===== src/logic/eth_frame_pkg.sv =====
package eth_frame_pkg;

    // mac header without preamble, sfd or vlan tag.
    localparam int HEADER_BYTES = 14;

    // window shifts in at the low byte, so the sfd lands in bits 7:0.
    localparam logic [63:0] PREAMBLE_SFD = 64'h5555_5555_5555_55d5;

    localparam logic [47:0] BROADCAST_MAC = 48'hffff_ffff_ffff;

    // parser states, one per section of the frame on the wire.
    localparam logic [1:0] PARSE_IDLE     = 2'd0;
    localparam logic [1:0] PARSE_PREAMBLE = 2'd1;
    localparam logic [1:0] PARSE_HEADER   = 2'd2;
    localparam logic [1:0] PARSE_PAYLOAD  = 2'd3;

    // bytes[13] is the first byte received, the top of mac_destination.
    typedef union packed {
        logic [HEADER_BYTES-1:0][7:0] bytes;
        struct packed {
            logic [47:0] mac_destination;
            logic [47:0] mac_source;
            logic [15:0] ethertype;
        } fields;
    } eth_header_u;

endpackage


===== src/logic/rx_regs_pkg.sv =====
package rx_regs_pkg;

    // register map.
    localparam logic [2:0] REG_MAC_LO         = 3'd0;
    localparam logic [2:0] REG_MAC_HI         = 3'd1;
    localparam logic [2:0] REG_CTRL           = 3'd2;
    localparam logic [2:0] REG_ACCEPT_COUNT   = 3'd3;
    localparam logic [2:0] REG_DROP_COUNT     = 3'd4;
    localparam logic [2:0] REG_OVERFLOW_COUNT = 3'd5;

    // bit positions in REG_CTRL.
    localparam int         CTRL_FILTER_EN    = 0;
    localparam int         CTRL_ACCEPT_BCAST = 1;
    localparam logic [1:0] CTRL_RESET        = 2'b11;

    // payload buffer, depth must stay a power of two.
    localparam int FIFO_DEPTH     = 64;
    localparam int FIFO_ADDR_BITS = $clog2(FIFO_DEPTH);

    // credits held by the buffer after reset.
    localparam int CREDIT_INIT = 4;
    localparam int CREDIT_BITS = $clog2(CREDIT_INIT + 1);

endpackage


===== src/logic/rx_config_regs.sv =====
`timescale 1ns/10ps

module rx_config_regs (
    input  logic        clk_i,
    input  logic        rst_i,
    input  logic        cfg_we_i,
    input  logic [2:0]  cfg_addr_i,
    input  logic [31:0] cfg_wdata_i,
    output logic [31:0] cfg_rdata_o,
    input  logic        frame_accepted_i,
    input  logic        frame_dropped_i,
    input  logic        overflow_i,
    output logic [47:0] station_mac_o,
    output logic        filter_en_o,
    output logic        accept_bcast_o
);

    logic [47:0] mac_q;
    logic [1:0]  ctrl_q;
    logic [31:0] accept_count_q;
    logic [31:0] drop_count_q;
    logic [31:0] overflow_count_q;

    always_ff @(posedge clk_i) begin
        if (rst_i) begin
            mac_q  <= '0;
            ctrl_q <= rx_regs_pkg::CTRL_RESET;
        end else if (cfg_we_i) begin
            case (cfg_addr_i)
                rx_regs_pkg::REG_MAC_LO: mac_q[31:0] <= cfg_wdata_i;
                rx_regs_pkg::REG_MAC_HI: mac_q[47:32] <= cfg_wdata_i[15:0];
                rx_regs_pkg::REG_CTRL:   ctrl_q <= cfg_wdata_i[1:0];
                default: ;
            endcase
        end
    end

    // counters wrap, software takes differences.
    always_ff @(posedge clk_i) begin
        if (rst_i) begin
            accept_count_q   <= '0;
            drop_count_q     <= '0;
            overflow_count_q <= '0;
        end else begin
            if (frame_accepted_i) begin
                accept_count_q <= accept_count_q + 32'd1;
            end
            if (frame_dropped_i) begin
                drop_count_q <= drop_count_q + 32'd1;
            end
            if (overflow_i) begin
                overflow_count_q <= overflow_count_q + 32'd1;
            end
        end
    end

    always_comb begin
        case (cfg_addr_i)
            rx_regs_pkg::REG_MAC_LO:         cfg_rdata_o = mac_q[31:0];
            rx_regs_pkg::REG_MAC_HI:         cfg_rdata_o = {16'h0000, mac_q[47:32]};
            rx_regs_pkg::REG_CTRL:           cfg_rdata_o = {30'd0, ctrl_q};
            rx_regs_pkg::REG_ACCEPT_COUNT:   cfg_rdata_o = accept_count_q;
            rx_regs_pkg::REG_DROP_COUNT:     cfg_rdata_o = drop_count_q;
            rx_regs_pkg::REG_OVERFLOW_COUNT: cfg_rdata_o = overflow_count_q;
            default:                         cfg_rdata_o = '0;
        endcase
    end

    assign station_mac_o  = mac_q;
    assign filter_en_o    = ctrl_q[rx_regs_pkg::CTRL_FILTER_EN];
    assign accept_bcast_o = ctrl_q[rx_regs_pkg::CTRL_ACCEPT_BCAST];

endmodule


===== src/logic/gmii_frame_parser.sv =====
`timescale 1ns/10ps

module gmii_frame_parser (
    input  logic        clk_i,
    input  logic        rst_i,
    input  logic [7:0]  rx_d_i,
    input  logic        rx_dv_i,
    input  logic [47:0] station_mac_i,
    input  logic        filter_en_i,
    input  logic        accept_bcast_i,
    output logic [7:0]  byte_o,
    output logic        byte_valid_o,
    output logic        byte_last_o,
    output logic        frame_accepted_o,
    output logic        frame_dropped_o
);

    localparam logic [3:0] HDR_LAST = 4'(eth_frame_pkg::HEADER_BYTES - 1);

    logic [2:0][7:0] rxd_z;
    logic [2:0]      rxdv_z;
    logic            frame_start;
    logic            frame_end;
    logic [1:0]      state_q;
    logic [1:0]      state_d;
    logic [63:0]     window_q;
    logic [63:0]     window_next;
    logic [3:0]      hdr_count_q;
    logic            dest_match;
    logic            accept_q;

    eth_frame_pkg::eth_header_u header_q;
    eth_frame_pkg::eth_header_u header_next;

    // three stage input delay, the data path is not reset.
    always_ff @(posedge clk_i) begin
        rxd_z <= {rxd_z[1:0], rx_d_i};
    end

    always_ff @(posedge clk_i) begin
        if (rst_i) begin
            rxdv_z <= '0;
        end else begin
            rxdv_z <= {rxdv_z[1:0], rx_dv_i};
        end
    end

    // stage 1 looks one byte ahead of stage 2, so frame_end flags the
    // byte in stage 2 as the final one.
    assign frame_start = !rxdv_z[2] && rxdv_z[1];
    assign frame_end   = rxdv_z[2] && !rxdv_z[1];

    assign window_next = {window_q[55:0], rxd_z[2]};

    always_comb begin
        header_next.bytes = {header_q.bytes[eth_frame_pkg::HEADER_BYTES-2:0], rxd_z[2]};
        dest_match = !filter_en_i
            || (header_next.fields.mac_destination == station_mac_i)
            || (accept_bcast_i
                && header_next.fields.mac_destination == eth_frame_pkg::BROADCAST_MAC);
    end

    always_comb begin
        state_d = state_q;
        case (state_q)
            eth_frame_pkg::PARSE_IDLE: begin
                if (frame_start) begin
                    state_d = eth_frame_pkg::PARSE_PREAMBLE;
                end
            end
            eth_frame_pkg::PARSE_PREAMBLE: begin
                if (frame_end) begin
                    state_d = eth_frame_pkg::PARSE_IDLE;
                end else if (window_next == eth_frame_pkg::PREAMBLE_SFD) begin
                    state_d = eth_frame_pkg::PARSE_HEADER;
                end
            end
            eth_frame_pkg::PARSE_HEADER: begin
                // runt frame, back to idle with no decision.
                if (frame_end) begin
                    state_d = eth_frame_pkg::PARSE_IDLE;
                end else if (hdr_count_q == HDR_LAST) begin
                    state_d = eth_frame_pkg::PARSE_PAYLOAD;
                end
            end
            eth_frame_pkg::PARSE_PAYLOAD: begin
                if (frame_end) begin
                    state_d = eth_frame_pkg::PARSE_IDLE;
                end
            end
            default: state_d = eth_frame_pkg::PARSE_IDLE;
        endcase
    end

    always_ff @(posedge clk_i) begin
        if (rst_i) begin
            state_q          <= eth_frame_pkg::PARSE_IDLE;
            window_q         <= '0;
            hdr_count_q      <= '0;
            accept_q         <= 1'b0;
            byte_valid_o     <= 1'b0;
            byte_last_o      <= 1'b0;
            frame_accepted_o <= 1'b0;
            frame_dropped_o  <= 1'b0;
        end else begin
            state_q          <= state_d;
            byte_valid_o     <= 1'b0;
            byte_last_o      <= 1'b0;
            frame_accepted_o <= 1'b0;
            frame_dropped_o  <= 1'b0;
            // cleared outside the hunt so an old match cannot repeat.
            if (state_q == eth_frame_pkg::PARSE_PREAMBLE) begin
                window_q <= window_next;
            end else begin
                window_q <= '0;
            end
            if (state_q == eth_frame_pkg::PARSE_HEADER) begin
                hdr_count_q <= hdr_count_q + 4'd1;
            end else begin
                hdr_count_q <= '0;
            end
            // decide once, on the last header byte.
            if (state_q == eth_frame_pkg::PARSE_HEADER && hdr_count_q == HDR_LAST
                    && !frame_end) begin
                accept_q         <= dest_match;
                frame_accepted_o <= dest_match;
                frame_dropped_o  <= !dest_match;
            end
            if (state_q == eth_frame_pkg::PARSE_PAYLOAD && accept_q) begin
                byte_valid_o <= 1'b1;
                byte_last_o  <= frame_end;
            end
        end
    end

    always_ff @(posedge clk_i) begin
        if (state_q == eth_frame_pkg::PARSE_HEADER) begin
            header_q <= header_next;
        end
        byte_o <= rxd_z[2];
    end

endmodule


===== src/logic/rx_credit_fifo.sv =====
`timescale 1ns/10ps

module rx_credit_fifo (
    input  logic       clk_i,
    input  logic       rst_i,
    input  logic [7:0] byte_i,
    input  logic       byte_valid_i,
    input  logic       byte_last_i,
    input  logic       credit_i,
    output logic [7:0] data_o,
    output logic       valid_o,
    output logic       last_o,
    output logic       overflow_o
);

    logic [8:0] ring_q [rx_regs_pkg::FIFO_DEPTH];

    logic [rx_regs_pkg::FIFO_ADDR_BITS-1:0] wr_ptr_q;
    logic [rx_regs_pkg::FIFO_ADDR_BITS-1:0] rd_ptr_q;
    logic [rx_regs_pkg::FIFO_ADDR_BITS:0]   fill_q;
    logic [rx_regs_pkg::CREDIT_BITS-1:0]    credit_q;
    logic                                   full;
    logic                                   wr_en;
    logic                                   rd_en;
    logic [8:0]                             head;

    assign full  = fill_q == rx_regs_pkg::FIFO_DEPTH[rx_regs_pkg::FIFO_ADDR_BITS:0];
    assign wr_en = byte_valid_i && !full;

    // a byte goes out only while a credit is held.
    assign rd_en = (credit_q != '0) && (fill_q != '0);

    // no read slot is freed for a write that finds the ring full.
    assign overflow_o = byte_valid_i && full;

    always_ff @(posedge clk_i) begin
        if (wr_en) begin
            ring_q[wr_ptr_q] <= {byte_last_i, byte_i};
        end
    end

    // pointers wrap on their own since depth is a power of two.
    always_ff @(posedge clk_i) begin
        if (rst_i) begin
            wr_ptr_q <= '0;
            rd_ptr_q <= '0;
            fill_q   <= '0;
        end else begin
            if (wr_en) begin
                wr_ptr_q <= wr_ptr_q + 1'b1;
            end
            if (rd_en) begin
                rd_ptr_q <= rd_ptr_q + 1'b1;
            end
            case ({wr_en, rd_en})
                2'b10:   fill_q <= fill_q + 1'b1;
                2'b01:   fill_q <= fill_q - 1'b1;
                default: fill_q <= fill_q;
            endcase
        end
    end

    // spend and return in one cycle cancel out.
    always_ff @(posedge clk_i) begin
        if (rst_i) begin
            credit_q <= rx_regs_pkg::CREDIT_INIT[rx_regs_pkg::CREDIT_BITS-1:0];
        end else begin
            case ({rd_en, credit_i})
                2'b10:   credit_q <= credit_q - 1'b1;
                2'b01:   credit_q <= credit_q + 1'b1;
                default: credit_q <= credit_q;
            endcase
        end
    end

    assign head    = ring_q[rd_ptr_q];
    assign data_o  = head[7:0];
    assign last_o  = head[8];
    assign valid_o = rd_en;

endmodule


===== src/logic/eth_rx_top.sv =====
`timescale 1ns/10ps

module eth_rx_top (
    input  logic        clk_i,
    input  logic        rst_i,
    input  logic [7:0]  rx_d_i,
    input  logic        rx_dv_i,
    input  logic        cfg_we_i,
    input  logic [2:0]  cfg_addr_i,
    input  logic [31:0] cfg_wdata_i,
    output logic [31:0] cfg_rdata_o,
    output logic [7:0]  data_o,
    output logic        valid_o,
    output logic        last_o,
    input  logic        credit_i
);

    logic [47:0] station_mac;
    logic        filter_en;
    logic        accept_bcast;
    logic [7:0]  rx_byte;
    logic        rx_byte_valid;
    logic        rx_byte_last;
    logic        frame_accepted;
    logic        frame_dropped;
    logic        overflow;

    rx_config_regs u_regs (
        .clk_i            (clk_i),
        .rst_i            (rst_i),
        .cfg_we_i         (cfg_we_i),
        .cfg_addr_i       (cfg_addr_i),
        .cfg_wdata_i      (cfg_wdata_i),
        .cfg_rdata_o      (cfg_rdata_o),
        .frame_accepted_i (frame_accepted),
        .frame_dropped_i  (frame_dropped),
        .overflow_i       (overflow),
        .station_mac_o    (station_mac),
        .filter_en_o      (filter_en),
        .accept_bcast_o   (accept_bcast)
    );

    gmii_frame_parser u_parser (
        .clk_i            (clk_i),
        .rst_i            (rst_i),
        .rx_d_i           (rx_d_i),
        .rx_dv_i          (rx_dv_i),
        .station_mac_i    (station_mac),
        .filter_en_i      (filter_en),
        .accept_bcast_i   (accept_bcast),
        .byte_o           (rx_byte),
        .byte_valid_o     (rx_byte_valid),
        .byte_last_o      (rx_byte_last),
        .frame_accepted_o (frame_accepted),
        .frame_dropped_o  (frame_dropped)
    );

    rx_credit_fifo u_fifo (
        .clk_i        (clk_i),
        .rst_i        (rst_i),
        .byte_i       (rx_byte),
        .byte_valid_i (rx_byte_valid),
        .byte_last_i  (rx_byte_last),
        .credit_i     (credit_i),
        .data_o       (data_o),
        .valid_o      (valid_o),
        .last_o       (last_o),
        .overflow_o   (overflow)
    );

endmodule


===== config.mk =====
export PLATFORM = sky130hd
export DESIGN_NAME = eth_rx_top
export DESIGN_NICKNAME = d
export VERILOG_FILES = /design/src/logic/eth_frame_pkg.sv /design/src/logic/rx_regs_pkg.sv /design/src/logic/rx_config_regs.sv /design/src/logic/gmii_frame_parser.sv /design/src/logic/rx_credit_fifo.sv /design/src/logic/eth_rx_top.sv
export SDC_FILE = /design/constraint.sdc
export NUM_CORES = 1
export LEC_CHECK = 0
export ABC_CLOCK_PERIOD_IN_PS = 7000
export BUFFER_PORTS_ARGS = -buffer_cell sky130_fd_sc_hd__buf_2
export CORE_AREA = 2 2 374 376
export CTS_BUF_LIST = sky130_fd_sc_hd__clkbuf_4
export DETAILED_ROUTE_END_ITERATION = 8
export DIE_AREA = 0 0 376 378
export GPL_TIMING_DRIVEN = 0
export HOLD_SLACK_MARGIN = 0.1
export SLEW_MARGIN = 20
export SYNTH_ARGS = -nofsm -noshare
export SYNTH_HDL_FRONTEND = slang
export SYNTH_SLANG_ARGS = --single-unit

===== constraint.sdc =====
create_clock -name clk_i -period 7 [get_ports clk_i]
set_input_delay 2.1 -clock clk_i [delete_from_list [all_inputs] [get_ports clk_i]]
set_output_delay 2.1 -clock clk_i [all_outputs]
set_load 0.02 [all_outputs]

==> qor_table.md <==
| Group | Metric | Reported |
| --- | --- | --- |
| power and ir drop | Worst vdd ir | 178 µV |
| logic synthesis | Ys async rst share | 0 |
| setup path | Cells along the critical path | buf_2 -> clkbuf_1 -> and2_1 -> clkbuf_1 -> clkbuf_1 -> a22oi_1 -> o22ai_1 -> buf_2 |
| timing | Post-Route Setup TNS | 0 ns |
| placement | Routability congestion estimate from global placement | 0.937 |
| setup path | Worst-path fanout max | 10 |
| setup path | Number of buffer and inverter instances along the worst setup path | 5 |
| routing | Number of remaining DRC errors | 0 |
| routing | Total Routed Length | 91400 µm |
| logic synthesis | Synthesis-stage register bit count | 956 |
| grt | Global-route wire length before repair | 136000 µm |
| logic synthesis | Post-synth EDFFs | 680 |
| logic synthesis | Yosys warning count | 0 |
| hold path | Worst min-delay path class | reg -> reg |
| routing | First-pass DRT Iterations | 6 |
| placement | IO Port Bufs | 88 |
| logic synthesis | Top cells by area in the synthesized netlist | edfxtp_1 (55%), dfxtp_1 (15%), mux4_2 (11%) |
| timing | Final period util | 0.933 |
| setup path | Launching element type of the critical path | input port |
| floorplan | Overall die width | 376 µm |
| clock tree | Largest buffer count on any clock path | 3 |
| floorplan | Effective utilization at floorplan | 0.268 |
| clock tree | TritonCTS clock tree | done |
| floorplan | Die ar. | 0.142 mm² |
| timing | Max Freq | 153 MHz |
| grt | Antenna violations before repair | 6 |
| finish | Layout cells sized above 1 | 0.245 |
| job | Max capacitance violation total | 0 |
| outcome | Result of the run | complete, no violations |
| finish | Final design area excluding fillers | 0.0430 mm² |
| logic synthesis | Share of the yosys chip area belonging to registers | 0.699 |
| setup path | Cell count of the worst reg-to-reg path | 15 |
| hold path | Number of cells on the worst hold path | 0 |
| floorplan | Ports | 90 |
| clock tree | Setup Buffers After CTS | 0 |
| grt | Overflow left after global routing | 0 |
| power and ir drop | Cell Pwr Density | 297 mW/mm² |
| routing | Starting DRC count in detailed routing | 2148 |
| logic synthesis | Main synth FF type | edfxtp_1 |
| setup path | Longest individual stage delay on the worst path | 0.53 ns |
| timing | Endpoints failing hold | 0 |
| setup path | Reg-to-reg slack, setup | 2.77 ns |
| logic synthesis | Post-synthesis average cell area | 15.9 µm² |
| setup path | Worst path most repeated cell | clkbuf_1 |
| setup path | Setup crit end kind | output pin |
| routing | Routed via count divided by cell count | 4.64 |
| timing | Worst hold margin | 0.320 ns |
| logic synthesis | Area share of the leading cell type in the synthesized netlist | 0.550 |
| placement | Post-detailed-placement cell area | 0.0400 mm² |
| timing | Max Clock Skew | 0.103 ns |
| clock tree | Hold_buf cts | 0 |
| clock tree | TritonCTS sink count | 956 |
| logic synthesis | Fraction of the mapped netlist area in simple logic gates | 0.0884 |
| finish | Final net count | 2721 |
| setup path | Cell family contributing the most delay on the critical path | buffers and inverters |
| grt | Via count of the first global-routing pass | 21400 |
| logic synthesis | Synth Area in Compound Gates | 0.0326 |
| timing | Headroom to the max-slew limit | 0.257 |
| logic synthesis | Mux contribution to synthesized area | 0.124 |
| logic synthesis | Post-synthesis instance area | 0.0371 mm² |
| finish | Post-layout util | 0.310 |
| timing | Final setup violation count | 0 |
| setup path | Endpoint arrival time on the critical path | 4.43 ns |
| setup path | Highest-delay cell along the critical path | clkbuf_1 |
| finish | Synth-to-layout area growth | 15.9% |
| setup path | Crit Reg-Reg Endpoint | u_fifo.fill_q[6] |
| finish | Final-layout fill cell count | 13700 |
| timing | Setup repair after global routing missed its margin | no |
| hold path | Min-Delay Startpoint | u_parser.rxd_z[6] |
| logic synthesis | Library cell with the largest summed area after synthesis | edfxtp_1 |
| placement | DP HPWL | 59800 µm |
| power and ir drop | Total leakage power | 0.0137 µW |
| floorplan | Std-Cell Rows | 137 |
| setup path | Reg-to-Reg Start | u_fifo.fill_q[4] |
| clock tree | Worst skew pair latency | 1.13 ns |
| timing | Number of slew-limit violations in the final report | 0 |
| routing | Post-DRT Antenna Nets | 0 |
| clock tree | TritonCTS buffer count | 227 |
| floorplan | Core ar. | 0.139 mm² |
| floorplan | Die boundary height | 378 µm |
| timing | Final critical delay including setup and external delays | 6.53 ns |
| setup path | Critical path required time | 4.90 ns |
| timing | Slew @ Worst Pin | 1.11 ns |
| grt | Pin count of the biggest net entering global routing | 65 |
| hold path | Worst Hold Endpoint | u_parser.rxd_z[14] |
| clock tree | CTS Root Cell | clkbuf_4 |
| routing | Overall via count from detail_route | 21600 |
| setup path | Start-to-end type of the worst setup path | in -> out |
| clock tree | Clock slew at reported path FFs | 0.06 ns |
| clock tree | Total number of H-tree levels | 4 |
| logic synthesis | Distinct cell type count of the synthesized netlist | 60 |
| logic synthesis | Combinational family with the most area after synthesis | multiplexers |
| clock tree | Total of cells resized after clock tree synthesis | 0 |
| logic synthesis | Cell count after synthesis | 2340 |
| logic synthesis | Area share of fa/ha/maj cells after synthesis | 0.00391 |
| logic synthesis | Mapped Nets | 2399 |
| power and ir drop | Power, Total | 12800 µW |
| logic synthesis | Share of the synthesized netlist area taken by xor and xnor gates | 0.0347 |
| grt | Global routing usage summed across all routing layers | 0.127 |
| routing | Routed length per placed instance | 19.6 µm |
-- worst max-delay path by stage --
stage	start	end	slack, ns	cells past startpoint
final	cfg_addr_i[0]	cfg_rdata_o[12]	0.47	8
after global routing	register	data_o[2]	0.34	7
after CTS	register	data_o[0]	0.36	7
after detailed placement	cfg_addr_i[0]	cfg_rdata_o[12]	0.55	8
after global placement	u_parser.state_q[1]	u_parser.frame_accepted_o	-1.65	3
after floorplan	u_parser.state_q[1]	u_parser.accept_q	0.71	4
-- metal layers --
| layer | GRT usage | vias to the layer above | share of wire |
|---|---|---|---|
| li1 | - | 9748 | - |
| met1 | 0.171 | 10800 | 0.43 |
| met2 | 0.195 | 925 | 0.45 |
| met3 | 0.0307 | 163 | 0.081 |
| met4 | 0.0553 | 0 | 0.031 |
| met5 | 0 | - | 0 |
-- cells by family (layout without fill, tap and decap cells) --
| group | Yosys count | in the layout |
|---|---|---|
| flip-flops | 956 | 956 |
| AND/OR/NAND/NOR | 658 | 658 |
| multiplexers | 228 | 228 |
| AO/OA/AOI/OAI | 196 | 196 |
| XOR/XNOR | 147 | 147 |
| buffers and inverters | 144 | 652 |
| adder cells (fa/ha/maj) | 11 | 11 |
| other | 0 | 5 |
-- final cells by class --
type | instances | area [µm²] | share of cell area
Timing Repair Buffer | 94 | 591 | 0.0137
Antenna cell | 5 | 12.5 | 0.000291
Buffer | 120 | 542 | 0.0126
Multi-Input combinational cell | 1240 | 10500 | 0.245
Sequential cell | 956 | 26000 | 0.604
Tap cell | 1807 | 2260 | 0.0526
Clock buffer | 331 | 2480 | 0.0578
Inverter | 23 | 86.3 | 0.00201
Clock inverter | 84 | 512 | 0.0119
-- state kept, by name, summed over array words and instances (netlist names), 4 cells and up, named ones only --
| name | cells |
|---|---|
| u_regs.overflow_count_q | 32 |
| u_fifo.rd_ptr_q | 6 |
| u_parser.window_q | 56 |
| u_parser.rxd_z | 16 |
| u_regs.station_mac_o | 48 |
| u_parser.byte_o | 8 |
| u_parser.header_q | 104 |
| u_regs.drop_count_q | 32 |
| u_parser.header_next | 8 |
| u_fifo.fill_q | 7 |
| u_fifo.wr_ptr_q | 6 |
| u_parser.hdr_count_q | 4 |
| u_fifo.ring_q | 576 |
| u_regs.accept_count_q | 32 |
-- power breakdown --
part           internal, µW  total, µW  switching [µW]
Clock                  2370       4630            2260
Sequential             6090       6190            92.5
Combinational           906       1980            1070
Total                  9370      12800            3420
-- placed cells by master, fill, tap and decap left out, types with 5 or more instances in the layout --
cell type / count
buf_6: 8
and2_1: 63
and4_1: 14
nand3_1: 47
buf_2: 102
inv_1: 22
mux2_2: 14
dfxtp_1: 267
dfxtp_4: 8
nand2b_1: 6
clkbuf_4: 331
nand2_1: 159
or3_1: 18
nor3_1: 22
xor2_1: 112
bufinv_16: 5
clkinv_1: 63
nor2_1: 207
nand4_1: 41
xnor2_1: 35
a22oi_1: 57
nor4_1: 20
nor4bb_1: 11
o21ai_0: 26
diode_2: 5
mux4_2: 184
o22ai_1: 28
clkinv_2: 6
and3_1: 9
a21oi_1: 68
edfxtp_1: 680
mux2i_1: 29
buf_1: 17
ha_1: 10
nor2b_1: 13
clkbuf_1: 76
-- through the flow --
step | instances | setup WS [ns]
after detailed placement | 4241 | 0.553
after global placement | 4235 | -1.65
after global routing | 4658 | 0.344
after floorplan | 2340 | 0.714
after CTS | 4655 | 0.363
final | 4660 | 0.472
-- Yosys cell counts (3+ instances only) --
cell type and instances:
a21oi_1 68, a22oi_1 57, a31oi_1 3, and2_1 63, and3_1 9, and4_1 14, and4b_1 4, buf_1 17
buf_2 14, buf_4 3, buf_6 8, clkbuf_1 78, dfxtp_1 276, edfxtp_1 680, ha_1 10, inv_1 22
mux2_2 14, mux2i_1 29, mux4_2 184, nand2_1 159, nand2b_1 6, nand3_1 47, nand3b_1 3, nand4_1 41
nor2_1 207, nor2b_1 14, nor3_1 22, nor4_1 20, nor4b_1 3, nor4bb_1 11, o21ai_0 26, o22ai_1 28
or2_2 3, or3_1 18, or3b_2 3, xnor2_1 35, xor2_1 112
-- worst reg2reg max path: stages, from the launching register on --
cell and delay [ns]:
dfxtp_1 0.31, buf_2 0.22, nor4_4 0.07, a31oi_1 0.81, inv_1 0.34, ha_1 0.28
clkbuf_1 0.21, clkbuf_1 0.31, xor2_1 0.21, ha_1 0.26, nor4_1 0.18, a31oi_1 0.11
a21oi_1 0.14, o21ba_2 0.17, o211ai_1 0.17, mux2_2 0.35
No activity file was read; power rests on OpenSTA's default activity.
